`src/source/nand_cpu_settings.svh`:
```
`ifndef NAND_CPU_SETTINGS_SVH
`define NAND_CPU_SETTINGS_SVH

// program counter width.
`define PC_SIZE 8

// register and ALU data width.
`define DATA_SIZE 8

// number of architectural registers.
`define REG_COUNT 4

`endif

```
`src/source/nand_cpu_pkg.sv`:
```
`default_nettype none

`include "nand_cpu_settings.svh"

package nand_cpu_pkg;

typedef logic [`PC_SIZE - 1 : 0] pc_t;
typedef logic [`DATA_SIZE - 1 : 0] data_t;
typedef logic [$clog2(`REG_COUNT) - 1 : 0] reg_addr_t;
typedef logic [7 : 0] instr_t;

// instruction bits 7:6.
typedef enum logic [1 : 0] {
    OP_NAND = 2'd0,
    OP_LI   = 2'd1,
    OP_ADD  = 2'd2,
    OP_BNZ  = 2'd3
} opcode_e;

typedef struct packed {
    logic retain;
    logic clear;
} pipeline_ctrl_t;

typedef struct packed {
    pc_t pc;
    instr_t instr;
} fetch_pass_t;

typedef struct packed {
    pc_t pc;
    opcode_e op;
    reg_addr_t rd;
    reg_addr_t rs;
    data_t op0;
    data_t op1;
    // low field, sign extended to pc width.
    pc_t imm;
    logic reg_write;
} decode_pass_t;

typedef struct packed {
    logic reg_write;
    reg_addr_t reg_addr;
    data_t reg_data;
    logic halt;
    pc_t pc;
} writeback_t;

typedef struct packed {
    logic taken;
    logic halt;
    pc_t target;
} branch_feedback_t;

endpackage

`default_nettype wire

```
`src/source/pipeline_reg.sv`:
```
`timescale 1ns/1ps
`default_nettype none

module pipeline_reg #(
    parameter type payload_t = logic
) (
    input wire logic clk,
    input wire logic n_rst,
    input wire nand_cpu_pkg::pipeline_ctrl_t i_ctrl,
    input wire logic i_valid,
    input wire payload_t i_payload,
    output logic o_valid,
    output payload_t o_payload
);

always_ff @(posedge clk) begin
    if (~n_rst) begin
        o_valid <= 1'b0;
    end else if (~i_ctrl.retain) begin
        o_valid <= i_valid & ~i_ctrl.clear;
    end
end

// payload follows valid but is never reset.
always_ff @(posedge clk) begin
    if (~i_ctrl.retain) begin
        o_payload <= i_payload;
    end
end

endmodule

`default_nettype wire

```
`src/source/fetch_unit.sv`:
```
`timescale 1ns/1ps
`default_nettype none

module fetch_unit (
    input wire logic clk,
    input wire logic n_rst,
    input wire logic i_enable,
    input wire nand_cpu_pkg::branch_feedback_t i_branch,
    input wire nand_cpu_pkg::instr_t i_instr,
    output nand_cpu_pkg::pc_t o_pc,
    output nand_cpu_pkg::fetch_pass_t o_fetch
);

import nand_cpu_pkg::*;

pc_t pc;

// a taken branch wins over a stalled fetch.
always_ff @(posedge clk) begin
    if (~n_rst) begin
        pc <= '0;
    end else if (i_branch.taken) begin
        pc <= i_branch.target;
    end else if (i_enable) begin
        pc <= pc + 1'b1;
    end
end

assign o_pc = pc;

always_comb begin
    o_fetch.pc = pc;
    o_fetch.instr = i_instr;
end

endmodule

`default_nettype wire

```
`src/source/reg_file.sv`:
```
`timescale 1ns/1ps
`default_nettype none

`include "nand_cpu_settings.svh"

module reg_file (
    input wire logic clk,
    input wire logic n_rst,
    input wire nand_cpu_pkg::reg_addr_t i_rd_addr,
    input wire nand_cpu_pkg::reg_addr_t i_rs_addr,
    output nand_cpu_pkg::data_t o_rd_data,
    output nand_cpu_pkg::data_t o_rs_data,
    input wire nand_cpu_pkg::writeback_t i_wb,
    input wire logic i_wb_valid
);

import nand_cpu_pkg::*;

data_t regs [`REG_COUNT];
logic wr_en;

assign wr_en = i_wb_valid & i_wb.reg_write;

always_ff @(posedge clk) begin
    if (~n_rst) begin
        for (int i = 0; i < `REG_COUNT; i++) begin
            regs[i] <= '0;
        end
    end else if (wr_en) begin
        regs[i_wb.reg_addr] <= i_wb.reg_data;
    end
end

// write-through so decode sees the value retiring this cycle.
assign o_rd_data = (wr_en && i_wb.reg_addr == i_rd_addr) ? i_wb.reg_data : regs[i_rd_addr];
assign o_rs_data = (wr_en && i_wb.reg_addr == i_rs_addr) ? i_wb.reg_data : regs[i_rs_addr];

endmodule

`default_nettype wire

```
`src/source/decode_unit.sv`:
```
`timescale 1ns/1ps
`default_nettype none

`include "nand_cpu_settings.svh"

module decode_unit (
    input wire nand_cpu_pkg::fetch_pass_t i_fetch,
    output nand_cpu_pkg::reg_addr_t o_rd_addr,
    output nand_cpu_pkg::reg_addr_t o_rs_addr,
    input wire nand_cpu_pkg::data_t i_rd_data,
    input wire nand_cpu_pkg::data_t i_rs_data,
    output nand_cpu_pkg::decode_pass_t o_decode
);

import nand_cpu_pkg::*;

opcode_e op;

assign op = opcode_e'(i_fetch.instr[7 : 6]);

// rs shares the low field with the immediate.
assign o_rd_addr = i_fetch.instr[5 : 4];
assign o_rs_addr = i_fetch.instr[3 : 2];

always_comb begin
    o_decode.pc = i_fetch.pc;
    o_decode.op = op;
    o_decode.rd = o_rd_addr;
    o_decode.rs = o_rs_addr;
    o_decode.op0 = i_rd_data;
    o_decode.op1 = i_rs_data;
    o_decode.imm = {{(`PC_SIZE - 4){i_fetch.instr[3]}}, i_fetch.instr[3 : 0]};
    // only bnz leaves the register file alone.
    o_decode.reg_write = (op != OP_BNZ);
end

endmodule

`default_nettype wire

```
`src/source/execute_unit.sv`:
```
`timescale 1ns/1ps
`default_nettype none

module execute_unit (
    input wire nand_cpu_pkg::decode_pass_t i_decode,
    input wire logic i_valid,
    input wire nand_cpu_pkg::writeback_t i_fwd,
    input wire logic i_fwd_valid,
    output nand_cpu_pkg::writeback_t o_wb,
    output nand_cpu_pkg::branch_feedback_t o_branch
);

import nand_cpu_pkg::*;

data_t rd_val;
data_t rs_val;
data_t result;
logic fwd_en;
logic is_bnz;
logic zero_off;

assign fwd_en = i_fwd_valid & i_fwd.reg_write;

// older result in W overrides the value read in decode.
always_comb begin
    rd_val = (fwd_en && i_fwd.reg_addr == i_decode.rd) ? i_fwd.reg_data : i_decode.op0;
    rs_val = (fwd_en && i_fwd.reg_addr == i_decode.rs) ? i_fwd.reg_data : i_decode.op1;
end

always_comb begin
    case (i_decode.op)
        OP_NAND: result = ~(rd_val & rs_val);
        OP_LI:   result = data_t'(i_decode.imm[3 : 0]);
        OP_ADD:  result = rd_val + rs_val;
        default: result = '0;
    endcase
end

assign is_bnz = i_valid & (i_decode.op == OP_BNZ);
assign zero_off = (i_decode.imm == '0);

always_comb begin
    o_branch.halt = is_bnz & zero_off;
    o_branch.taken = is_bnz & ~zero_off & (rd_val != '0);
    o_branch.target = i_decode.pc + i_decode.imm;
end

always_comb begin
    o_wb.reg_write = i_decode.reg_write;
    o_wb.reg_addr = i_decode.rd;
    o_wb.reg_data = result;
    o_wb.halt = o_branch.halt;
    o_wb.pc = i_decode.pc;
end

endmodule

`default_nettype wire

```
`src/source/pipeline_ctrl.sv`:
```
`timescale 1ns/1ps
`default_nettype none

module pipeline_ctrl (
    input wire logic clk,
    input wire logic n_rst,
    input wire logic i_hold,
    input wire logic i_instr_valid,
    input wire nand_cpu_pkg::branch_feedback_t i_branch,
    input wire logic i_wb_halt,
    output nand_cpu_pkg::pipeline_ctrl_t o_i2d_ctrl,
    output nand_cpu_pkg::pipeline_ctrl_t o_d2a_ctrl,
    output nand_cpu_pkg::pipeline_ctrl_t o_a2w_ctrl,
    output logic o_fetch_enable,
    output logic o_halted
);

logic halting;
logic halted;
logic flush;

always_ff @(posedge clk) begin
    if (~n_rst) begin
        halting <= 1'b0;
        halted <= 1'b0;
    end else begin
        if (i_branch.halt) begin
            halting <= 1'b1;
        end
        if (i_wb_halt) begin
            halted <= 1'b1;
        end
    end
end

// the two younger instructions are dropped.
assign flush = i_branch.taken | i_branch.halt;

always_comb begin
    o_i2d_ctrl.retain = i_hold;
    o_i2d_ctrl.clear = flush | halting | ~i_instr_valid;
    o_d2a_ctrl.retain = i_hold;
    o_d2a_ctrl.clear = flush;
    // halt entry parks in W so its pc stays visible.
    o_a2w_ctrl.retain = i_hold | i_wb_halt;
    o_a2w_ctrl.clear = 1'b0;
end

assign o_fetch_enable = ~i_hold & i_instr_valid & ~i_branch.halt & ~halting;
assign o_halted = halted | i_wb_halt;

endmodule

`default_nettype wire

```
`src/source/nand_cpu.sv`:
```
`timescale 1ns/1ps
`default_nettype none

module nand_cpu (
    input wire logic clk,
    input wire logic n_rst,
    input wire logic i_hold,
    output nand_cpu_pkg::pc_t o_pc,
    input wire nand_cpu_pkg::instr_t i_instr,
    input wire logic i_instr_valid,
    output logic o_wb_valid,
    output nand_cpu_pkg::reg_addr_t o_wb_reg,
    output nand_cpu_pkg::data_t o_wb_data,
    output logic o_halted,
    output nand_cpu_pkg::pc_t o_halt_pc
);

import nand_cpu_pkg::*;

fetch_pass_t fetch_in;
fetch_pass_t fetch_out;
decode_pass_t decode_in;
decode_pass_t decode_out;
writeback_t wb_in;
writeback_t wb_out;
branch_feedback_t branch;
pipeline_ctrl_t i2d_ctrl;
pipeline_ctrl_t d2a_ctrl;
pipeline_ctrl_t a2w_ctrl;
reg_addr_t rd_addr;
reg_addr_t rs_addr;
data_t rd_data;
data_t rs_data;
logic i2d_valid;
logic d2a_valid;
logic a2w_valid;
logic fetch_enable;
logic wb_halt;

fetch_unit i_fetch_unit (
    .clk(clk),
    .n_rst(n_rst),
    .i_enable(fetch_enable),
    .i_branch(branch),
    .i_instr(i_instr),
    .o_pc(o_pc),
    .o_fetch(fetch_in)
);

pipeline_reg #(.payload_t(fetch_pass_t)) i_i2d (
    .clk(clk),
    .n_rst(n_rst),
    .i_ctrl(i2d_ctrl),
    .i_valid(i_instr_valid),
    .i_payload(fetch_in),
    .o_valid(i2d_valid),
    .o_payload(fetch_out)
);

decode_unit i_decode_unit (
    .i_fetch(fetch_out),
    .o_rd_addr(rd_addr),
    .o_rs_addr(rs_addr),
    .i_rd_data(rd_data),
    .i_rs_data(rs_data),
    .o_decode(decode_in)
);

reg_file i_reg_file (
    .clk(clk),
    .n_rst(n_rst),
    .i_rd_addr(rd_addr),
    .i_rs_addr(rs_addr),
    .o_rd_data(rd_data),
    .o_rs_data(rs_data),
    .i_wb(wb_out),
    .i_wb_valid(a2w_valid)
);

pipeline_reg #(.payload_t(decode_pass_t)) i_d2a (
    .clk(clk),
    .n_rst(n_rst),
    .i_ctrl(d2a_ctrl),
    .i_valid(i2d_valid),
    .i_payload(decode_in),
    .o_valid(d2a_valid),
    .o_payload(decode_out)
);

execute_unit i_execute_unit (
    .i_decode(decode_out),
    .i_valid(d2a_valid),
    .i_fwd(wb_out),
    .i_fwd_valid(a2w_valid),
    .o_wb(wb_in),
    .o_branch(branch)
);

pipeline_reg #(.payload_t(writeback_t)) i_a2w (
    .clk(clk),
    .n_rst(n_rst),
    .i_ctrl(a2w_ctrl),
    .i_valid(d2a_valid),
    .i_payload(wb_in),
    .o_valid(a2w_valid),
    .o_payload(wb_out)
);

assign wb_halt = a2w_valid & wb_out.halt;

pipeline_ctrl i_pipeline_ctrl (
    .clk(clk),
    .n_rst(n_rst),
    .i_hold(i_hold),
    .i_instr_valid(i_instr_valid),
    .i_branch(branch),
    .i_wb_halt(wb_halt),
    .o_i2d_ctrl(i2d_ctrl),
    .o_d2a_ctrl(d2a_ctrl),
    .o_a2w_ctrl(a2w_ctrl),
    .o_fetch_enable(fetch_enable),
    .o_halted(o_halted)
);

// a held W entry is reported once, on the cycle it leaves.
assign o_wb_valid = a2w_valid & wb_out.reg_write & ~i_hold;
assign o_wb_reg = wb_out.reg_addr;
assign o_wb_data = wb_out.reg_data;
assign o_halt_pc = wb_out.pc;

endmodule

`default_nettype wire

```
`config.mk`:
```
export PLATFORM = sky130hd
export DESIGN_NAME = nand_cpu
export DESIGN_NICKNAME = d
export VERILOG_FILES = /design/src/source/nand_cpu_pkg.sv /design/src/source/pipeline_reg.sv /design/src/source/fetch_unit.sv /design/src/source/reg_file.sv /design/src/source/decode_unit.sv /design/src/source/execute_unit.sv /design/src/source/pipeline_ctrl.sv /design/src/source/nand_cpu.sv
export VERILOG_INCLUDE_DIRS = /design/src /design/src/source
export SDC_FILE = /design/constraint.sdc
export NUM_CORES = 1
export LEC_CHECK = 0
export BUFFER_PORTS_ARGS = -buffer_cell sky130_fd_sc_hd__buf_4
export CORE_MARGIN = 1.5
export CORE_UTILIZATION = 40
export CTS_CLUSTER_DIAMETER = 100
export DETAILED_ROUTE_END_ITERATION = 12
export SKIP_CTS_REPAIR_TIMING = 1
export SYNTH_ARGS = -nofsm -noshare
export SYNTH_HDL_FRONTEND = slang
export SYNTH_SLANG_ARGS = --single-unit
```
`constraint.sdc`:
```
create_clock -name clk -period 9.2 [get_ports clk]
set_clock_uncertainty 0.2 [all_clocks]
set_input_delay 1.84 -clock clk [delete_from_list [all_inputs] [get_ports clk]]
set_output_delay 1.84 -clock clk [all_outputs]
set_load 0.05 [all_outputs]
```
==> results of run 1 <==
[sequential cells by signal, indices dropped and copies added, names as in the netlist, named ones only]
register,cells
i_a2w.o_payload,20
i_a2w.o_valid,1
i_d2a.o_payload,33
i_d2a.o_valid,1
i_fetch_unit.o_pc,8
i_i2d.o_payload,16
i_i2d.o_valid,1
i_pipeline_ctrl.halted,1
i_pipeline_ctrl.halting,1
i_reg_file.regs,32
[per-stage QoR]
stage / util / hold WS [ns] / std cells
after CTS: 0.4795 / 0.2178 / 661
after global routing: 0.4795 / 0.2250 / 661
final: 0.4795 / 0.2149 / 661
after floorplan: - / 0.2003 / 434
after global placement: 0.4346 / 0.2036 / 629
after detailed placement: 0.4346 / 0.2045 / 629
[path summary, 6_finish.rpt]
path / start / to / slack (ns) / cells after the start
worst max-delay path: i_hold / o_wb_valid / 4.83 / 3
worst min register to register: i_i2d.o_payload[9] / i_d2a.o_payload[32] / 0.21 / 0
worst max register to register: i_a2w.o_payload[17] / i_a2w.o_payload[15] / 5.41 / 10
worst min-delay path: i_i2d.o_payload[9] / i_d2a.o_payload[32] / 0.21 / 0
[layout by cell type, fill, tap and decap left out, types with 6 or more instances in the layout]
cell type	netlist	layout
dfxtp_1	17	17
inv_1	8	7
nor4_1	6	6
and2_1	26	26
a21oi_1	14	13
clkbuf_16	0	17
o21ai_0	17	17
nand2_1	16	16
buf_4	18	42
mux2_2	36	36
ha_1	17	17
xnor2_1	9	9
xor2_1	14	14
nor2_1	21	21
nor3_1	7	7
nand3_1	6	6
and3_1	9	9
edfxtp_1	101	101
mux4_2	16	16
[cell type report]
class / count / area, sq um
fill: 1300 / 7565
sequential: 118 / 3373
multi-input combinational: 277 / 2367
clock buffer: 17 / 425.4
timing repair buffer: 42 / 315.3
tap: 184 / 230.2
clock inverter: 15 / 227.7
inverter: 8 / 30.03
[routing by layer]
layer,up-vias,GRT usage,part of all wire
li1,1703,-,-
met1,1825,0.2305,0.49
met2,69,0.2572,0.46
met3,16,0.04878,0.035
met4,0,0.06417,0.016
met5,-,0,0
[critical path: cells and delay by family]
family,cells,cell delay [ns]
simple gates,1,0.11
buf+inv,2,0.38
[kinds of logic after synthesis]
logic type | Yosys count | synth area share
flip-flops | 118 | 0.5659
XOR/XNOR | 24 | 0.03653
multiplexers | 56 | 0.1360
buffers and inverters | 39 | 0.03757
AND/OR/NAND/NOR | 115 | 0.1106
adder cells (fa/ha/maj) | 19 | 0.04240
AO/OA/AOI/OAI | 63 | 0.07095
[power by group through the flow]
stage / Combinational [mW] / Sequential (mW) / Clock, mW
floorplan: 0.137 / 0.647 / 0
global placement: 0.158 / 0.667 / 0
detailed placement: 0.161 / 0.668 / 0
CTS: 0.162 / 0.658 / 0.740
global route: 0.175 / 0.663 / 0.761
finish: 0.161 / 0.657 / 0.725
==> flow_summary.toml, run 1 <==
[clock_network]
htree_num_levels = 4
clock_latency_ns = 0.42
clockBufferDepth = 2
numCtsBuffers = 17
cts_root_buffer = "clkbuf_16"
clock-sinks = 118
cts.reportedPaths.clkPinSlew_ns = 0.05
cts_tree = "yes"

[yosys]
synth_top_area_share = 0.5088
yosysMostFrequentCell = "edfxtp_1"
yosys.area.top_type = "edfxtp_1"
synth_edf_count = 101
syn-num-nets = 465
yosys-top-cells-area = "edfxtp_1 (51%), mux2_2 (6.8%), mux4_2 (6.0%)"
syn_inst = 434
yosys-top-cells-count = "edfxtp_1 (101), mux2_2 (36), and2_1 (26)"
ys_warn_count = 0
seq_area_frac_synth = 0.5659
async_flop_share = 0
ys_types = 59
syn_area_sq_um = 5961
avgSynthCellArea_sq_um = 13.73
ys_ff_latch = 118
synth-main-ff-cell = "edfxtp_1"

[sta]
min_period_ns = 4.370
period_share = 0.4750
worst_pin_slew_ns = 1.286
final_max_slew_viol_count = 0
rsz0062_at_grt = "no"
tns_ns = 0
final.setup.worst_slack_ns = 4.830
final_hold_viol_count = 0
setup_viol_count_final = 0
slew_headroom = 0.1337
max_freq_mhz = 228.8

[outcome]
status = "finished, final reports clean"

[power_and_ir_drop]
switchingPower_mw = 0.3726
pwr-share-seq = 0.426
p_int_mw = 1.171
swShare = 0.2414
peakVddDrop_uv = 139.6
p_comb_frac = 0.104
p_leak_nw = 2.599
power.total_mw = 1.543
pwr-share-clk = 0.470
powerDensity_nw_per_um2 = 221.4

[die]
start_util = 0.4101
fp-row-count = 44
die_w_um = 125.1
io_pins = 40
die_h_um = 125.1
core_area_sq_um = 14530
dieArea_sq_um = 15640

[route]
wl_per_cell_um = 18.76
vias = 3613
route.detailed.drc = 0
totalWireLength_mm = 12.40
drtIter0Drc = 300
antenna_left = 0
vias_per_cell = 5.466
firstDrtPassIters = 5

[place]
io_buffer_count = 39
dp_hpwl_mm = 8.710
preCtsSetupSlack_ns = 4.833
gp_congestion = 0.8085
place_area_sq_um = 6316

[global_routing]
grt_pass1_vias = 3663
grt-ovfl-total = 0
grt_max_degree = 51
antenna_found_initial = 0
grt_pass1_wl_mm = 20.05
grtUsageTotal = 0.1691

[setup_path]
start_kind = "input pin"
crit_top_cell = "buf_4"
worstSetupEndpointType = "output port"
worstSetupPathType = "in2out"
crit_arrival_ns = 2.33
slowest_stage = "buf_4"
slowest_delay_ns = 0.21
path_max_fanout = 13
cp.required_ns = 7.16
cp_cell_sequence = "buf_4 > nor2_1 > buf_4"

[job]
drv_cap = 0

[finish]
fin_nets = 495
finalInstanceArea_sq_um = 6969
n_antenna_cell = 0
drive_above_1_share = 0.2956
synthToLayoutAreaGrowth_pct = 16.92

[min_path]
hold_class = "reg2reg"
Note: power is estimated with default switching activity, not from simulation.
==> inputs of run 2 (changes only) <==
==> constraint.sdc (replaced) <==
create_clock -name clk -period 3.9 [get_ports clk]
set_clock_uncertainty 0.2 [all_clocks]
set_input_delay 0.78 -clock clk [delete_from_list [all_inputs] [get_ports clk]]
set_output_delay 0.78 -clock clk [all_outputs]
set_load 0.05 [all_outputs]
==> flow_summary.toml, run 2 (synthesized netlist as in run 1, its figures left out) <==
[setup_path]
path_buf_inv = 1
start_kind = "flop"
crit_arrival_ns = 3.53
reg2reg_setup_slack_ns = 0.37
slowest_stage = "edfxtp_1"
slowest_delay_ns = 0.55
worstSetupPathType = "reg2reg"
path_max_fanout = 9
cp_cell_sequence = "xor2_1 > nor3_2 > buf_4 > mux2_2 > fa_1 > a21o_1 > a21oi_1 > a2bb2oi_1 > nand4_1 > o311ai_0"
worstSetupEndpointType = "flop"
cp.required_ns = 3.90
path_delay_family = "compound AO/OA/AOI/OAI gates"

[outcome]
status = "finished, final reports clean"

[route]
totalWireLength_mm = 12.83
route.detailed.drc = 0
drtIter0Drc = 279
antenna_left = 0
firstDrtPassIters = 5
vias = 3647
wl_per_cell_um = 19.26
vias_per_cell = 5.476

[sta]
max_freq_mhz = 283.3
period_share = 0.9052
min_period_ns = 3.530
tns_ns = 0
rsz0062_at_grt = "no"
worst_pin_slew_ns = 0.9261
final_max_slew_viol_count = 0
final_hold_viol_count = 0
slew_headroom = 0.3792
setup_viol_count_final = 0

[finish]
n_antenna_cell = 0
reg_top3 = "i_d2a.o_payload x33, i_reg_file.regs x32, i_a2w.o_payload x20"
multiInputGateArea_sq_um = 2367
synthToLayoutAreaGrowth_pct = 16.83
seqCellArea_sq_um = 3373
fin_nets = 500
most-common-layout-cells = "edfxtp_1 (101), buf_4 (47), mux2_2 (36), and2_1 (26), nor2_1 (21)"
final_cells = 666
top_register = "i_d2a.o_payload"
layout_commonest_cell = "edfxtp_1"
drive_above_1_share = 0.2988
fillers = 1302
largest_register_ffs = 33

[min_path]
hold_class = "reg2reg"

[clock_network]
numCtsBuffers = 17
cts.reportedPaths.clkPinSlew_ns = 0.05
clockBufferDepth = 2
clock_latency_ns = 0.41
clock-sinks = 118
cts_root_buffer = "clkbuf_16"
htree_num_levels = 4
cts_tree = "yes"

[die]
die_w_um = 125.1
fp-row-count = 44
io_pins = 40
dieArea_sq_um = 15640
start_util = 0.4101
core_area_sq_um = 14530
die_h_um = 125.1

[job]
drv_cap = 0

[global_routing]
antenna_found_initial = 0
grt_pass1_vias = 3802
grt_max_degree = 51
grt_pass1_wl_mm = 20.58
grt-ovfl-total = 0
grtUsageTotal = 0.1736

[power_and_ir_drop]
powerDensity_nw_per_um2 = 506.1
p_leak_nw = 2.627
peakVddDrop_uv = 305.7

[place]
dp_hpwl_mm = 8.714
place_inst = 634
gp_congestion = 0.8268
io_buffer_count = 39
==> run 2: cell count changes in the layout (fill, tap and decap cells not counted), moves of 4 or more <==
cell        change
clkinv_2        +4
buf_4           +5
clkbuf_8        +4
clkinvlp_4      -4
==> run 2: worst paths after layout <==
kind	start	endpoint	depth (start not counted)
setup / recovery	i_a2w.o_payload[17]	i_a2w.o_payload[15]	10
hold / removal	i_d2a.o_payload[0]	i_a2w.o_payload[19]	0
setup reg to reg	i_a2w.o_payload[17]	i_a2w.o_payload[15]	10
hold reg to reg	i_d2a.o_payload[0]	i_a2w.o_payload[19]	0
==> run 2: area by class of cell <==
cell class,count,share of cell area
clock buffers,23,0.07007
clock inverters,9,0.01761
inverters,8,0.004312
multi-input cells,277,0.3399
flip-flops and latches,118,0.4844
well taps,184,0.03306
repair buffers,47,0.05066
==> run 2: layer usage <==
metal | share of wire | track usage
met1 | 0.46 | 0.2352
met2 | 0.47 | 0.2636
met3 | 0.060 | 0.05006
met4 | 0.018 | 0.07019
met5 | 0 | 0
==> run 2: metrics by stage <==
stage	setup WS, ns	utilization	hold slack [ns]	area (sq um)	total power [mW]
floorplan	0.6518	-	0.2003	5961	1.849
global placement	0.4686	0.4372	0.2007	6354	1.946
detailed placement	0.4148	0.4372	0.2057	6354	1.952
CTS	0.3993	0.4792	0.2164	6964	3.557
global route	0.1450	0.4792	0.2204	6964	3.654
finish	0.3699	0.4792	0.2132	6964	3.525
==> run 2: where the power goes <==
group | switching [mW] | total (mW) | internal [mW]
logic | 0.210 | 0.380 | 0.170
registers | 0.0912 | 1.55 | 1.46
clock network | 0.530 | 1.60 | 1.07
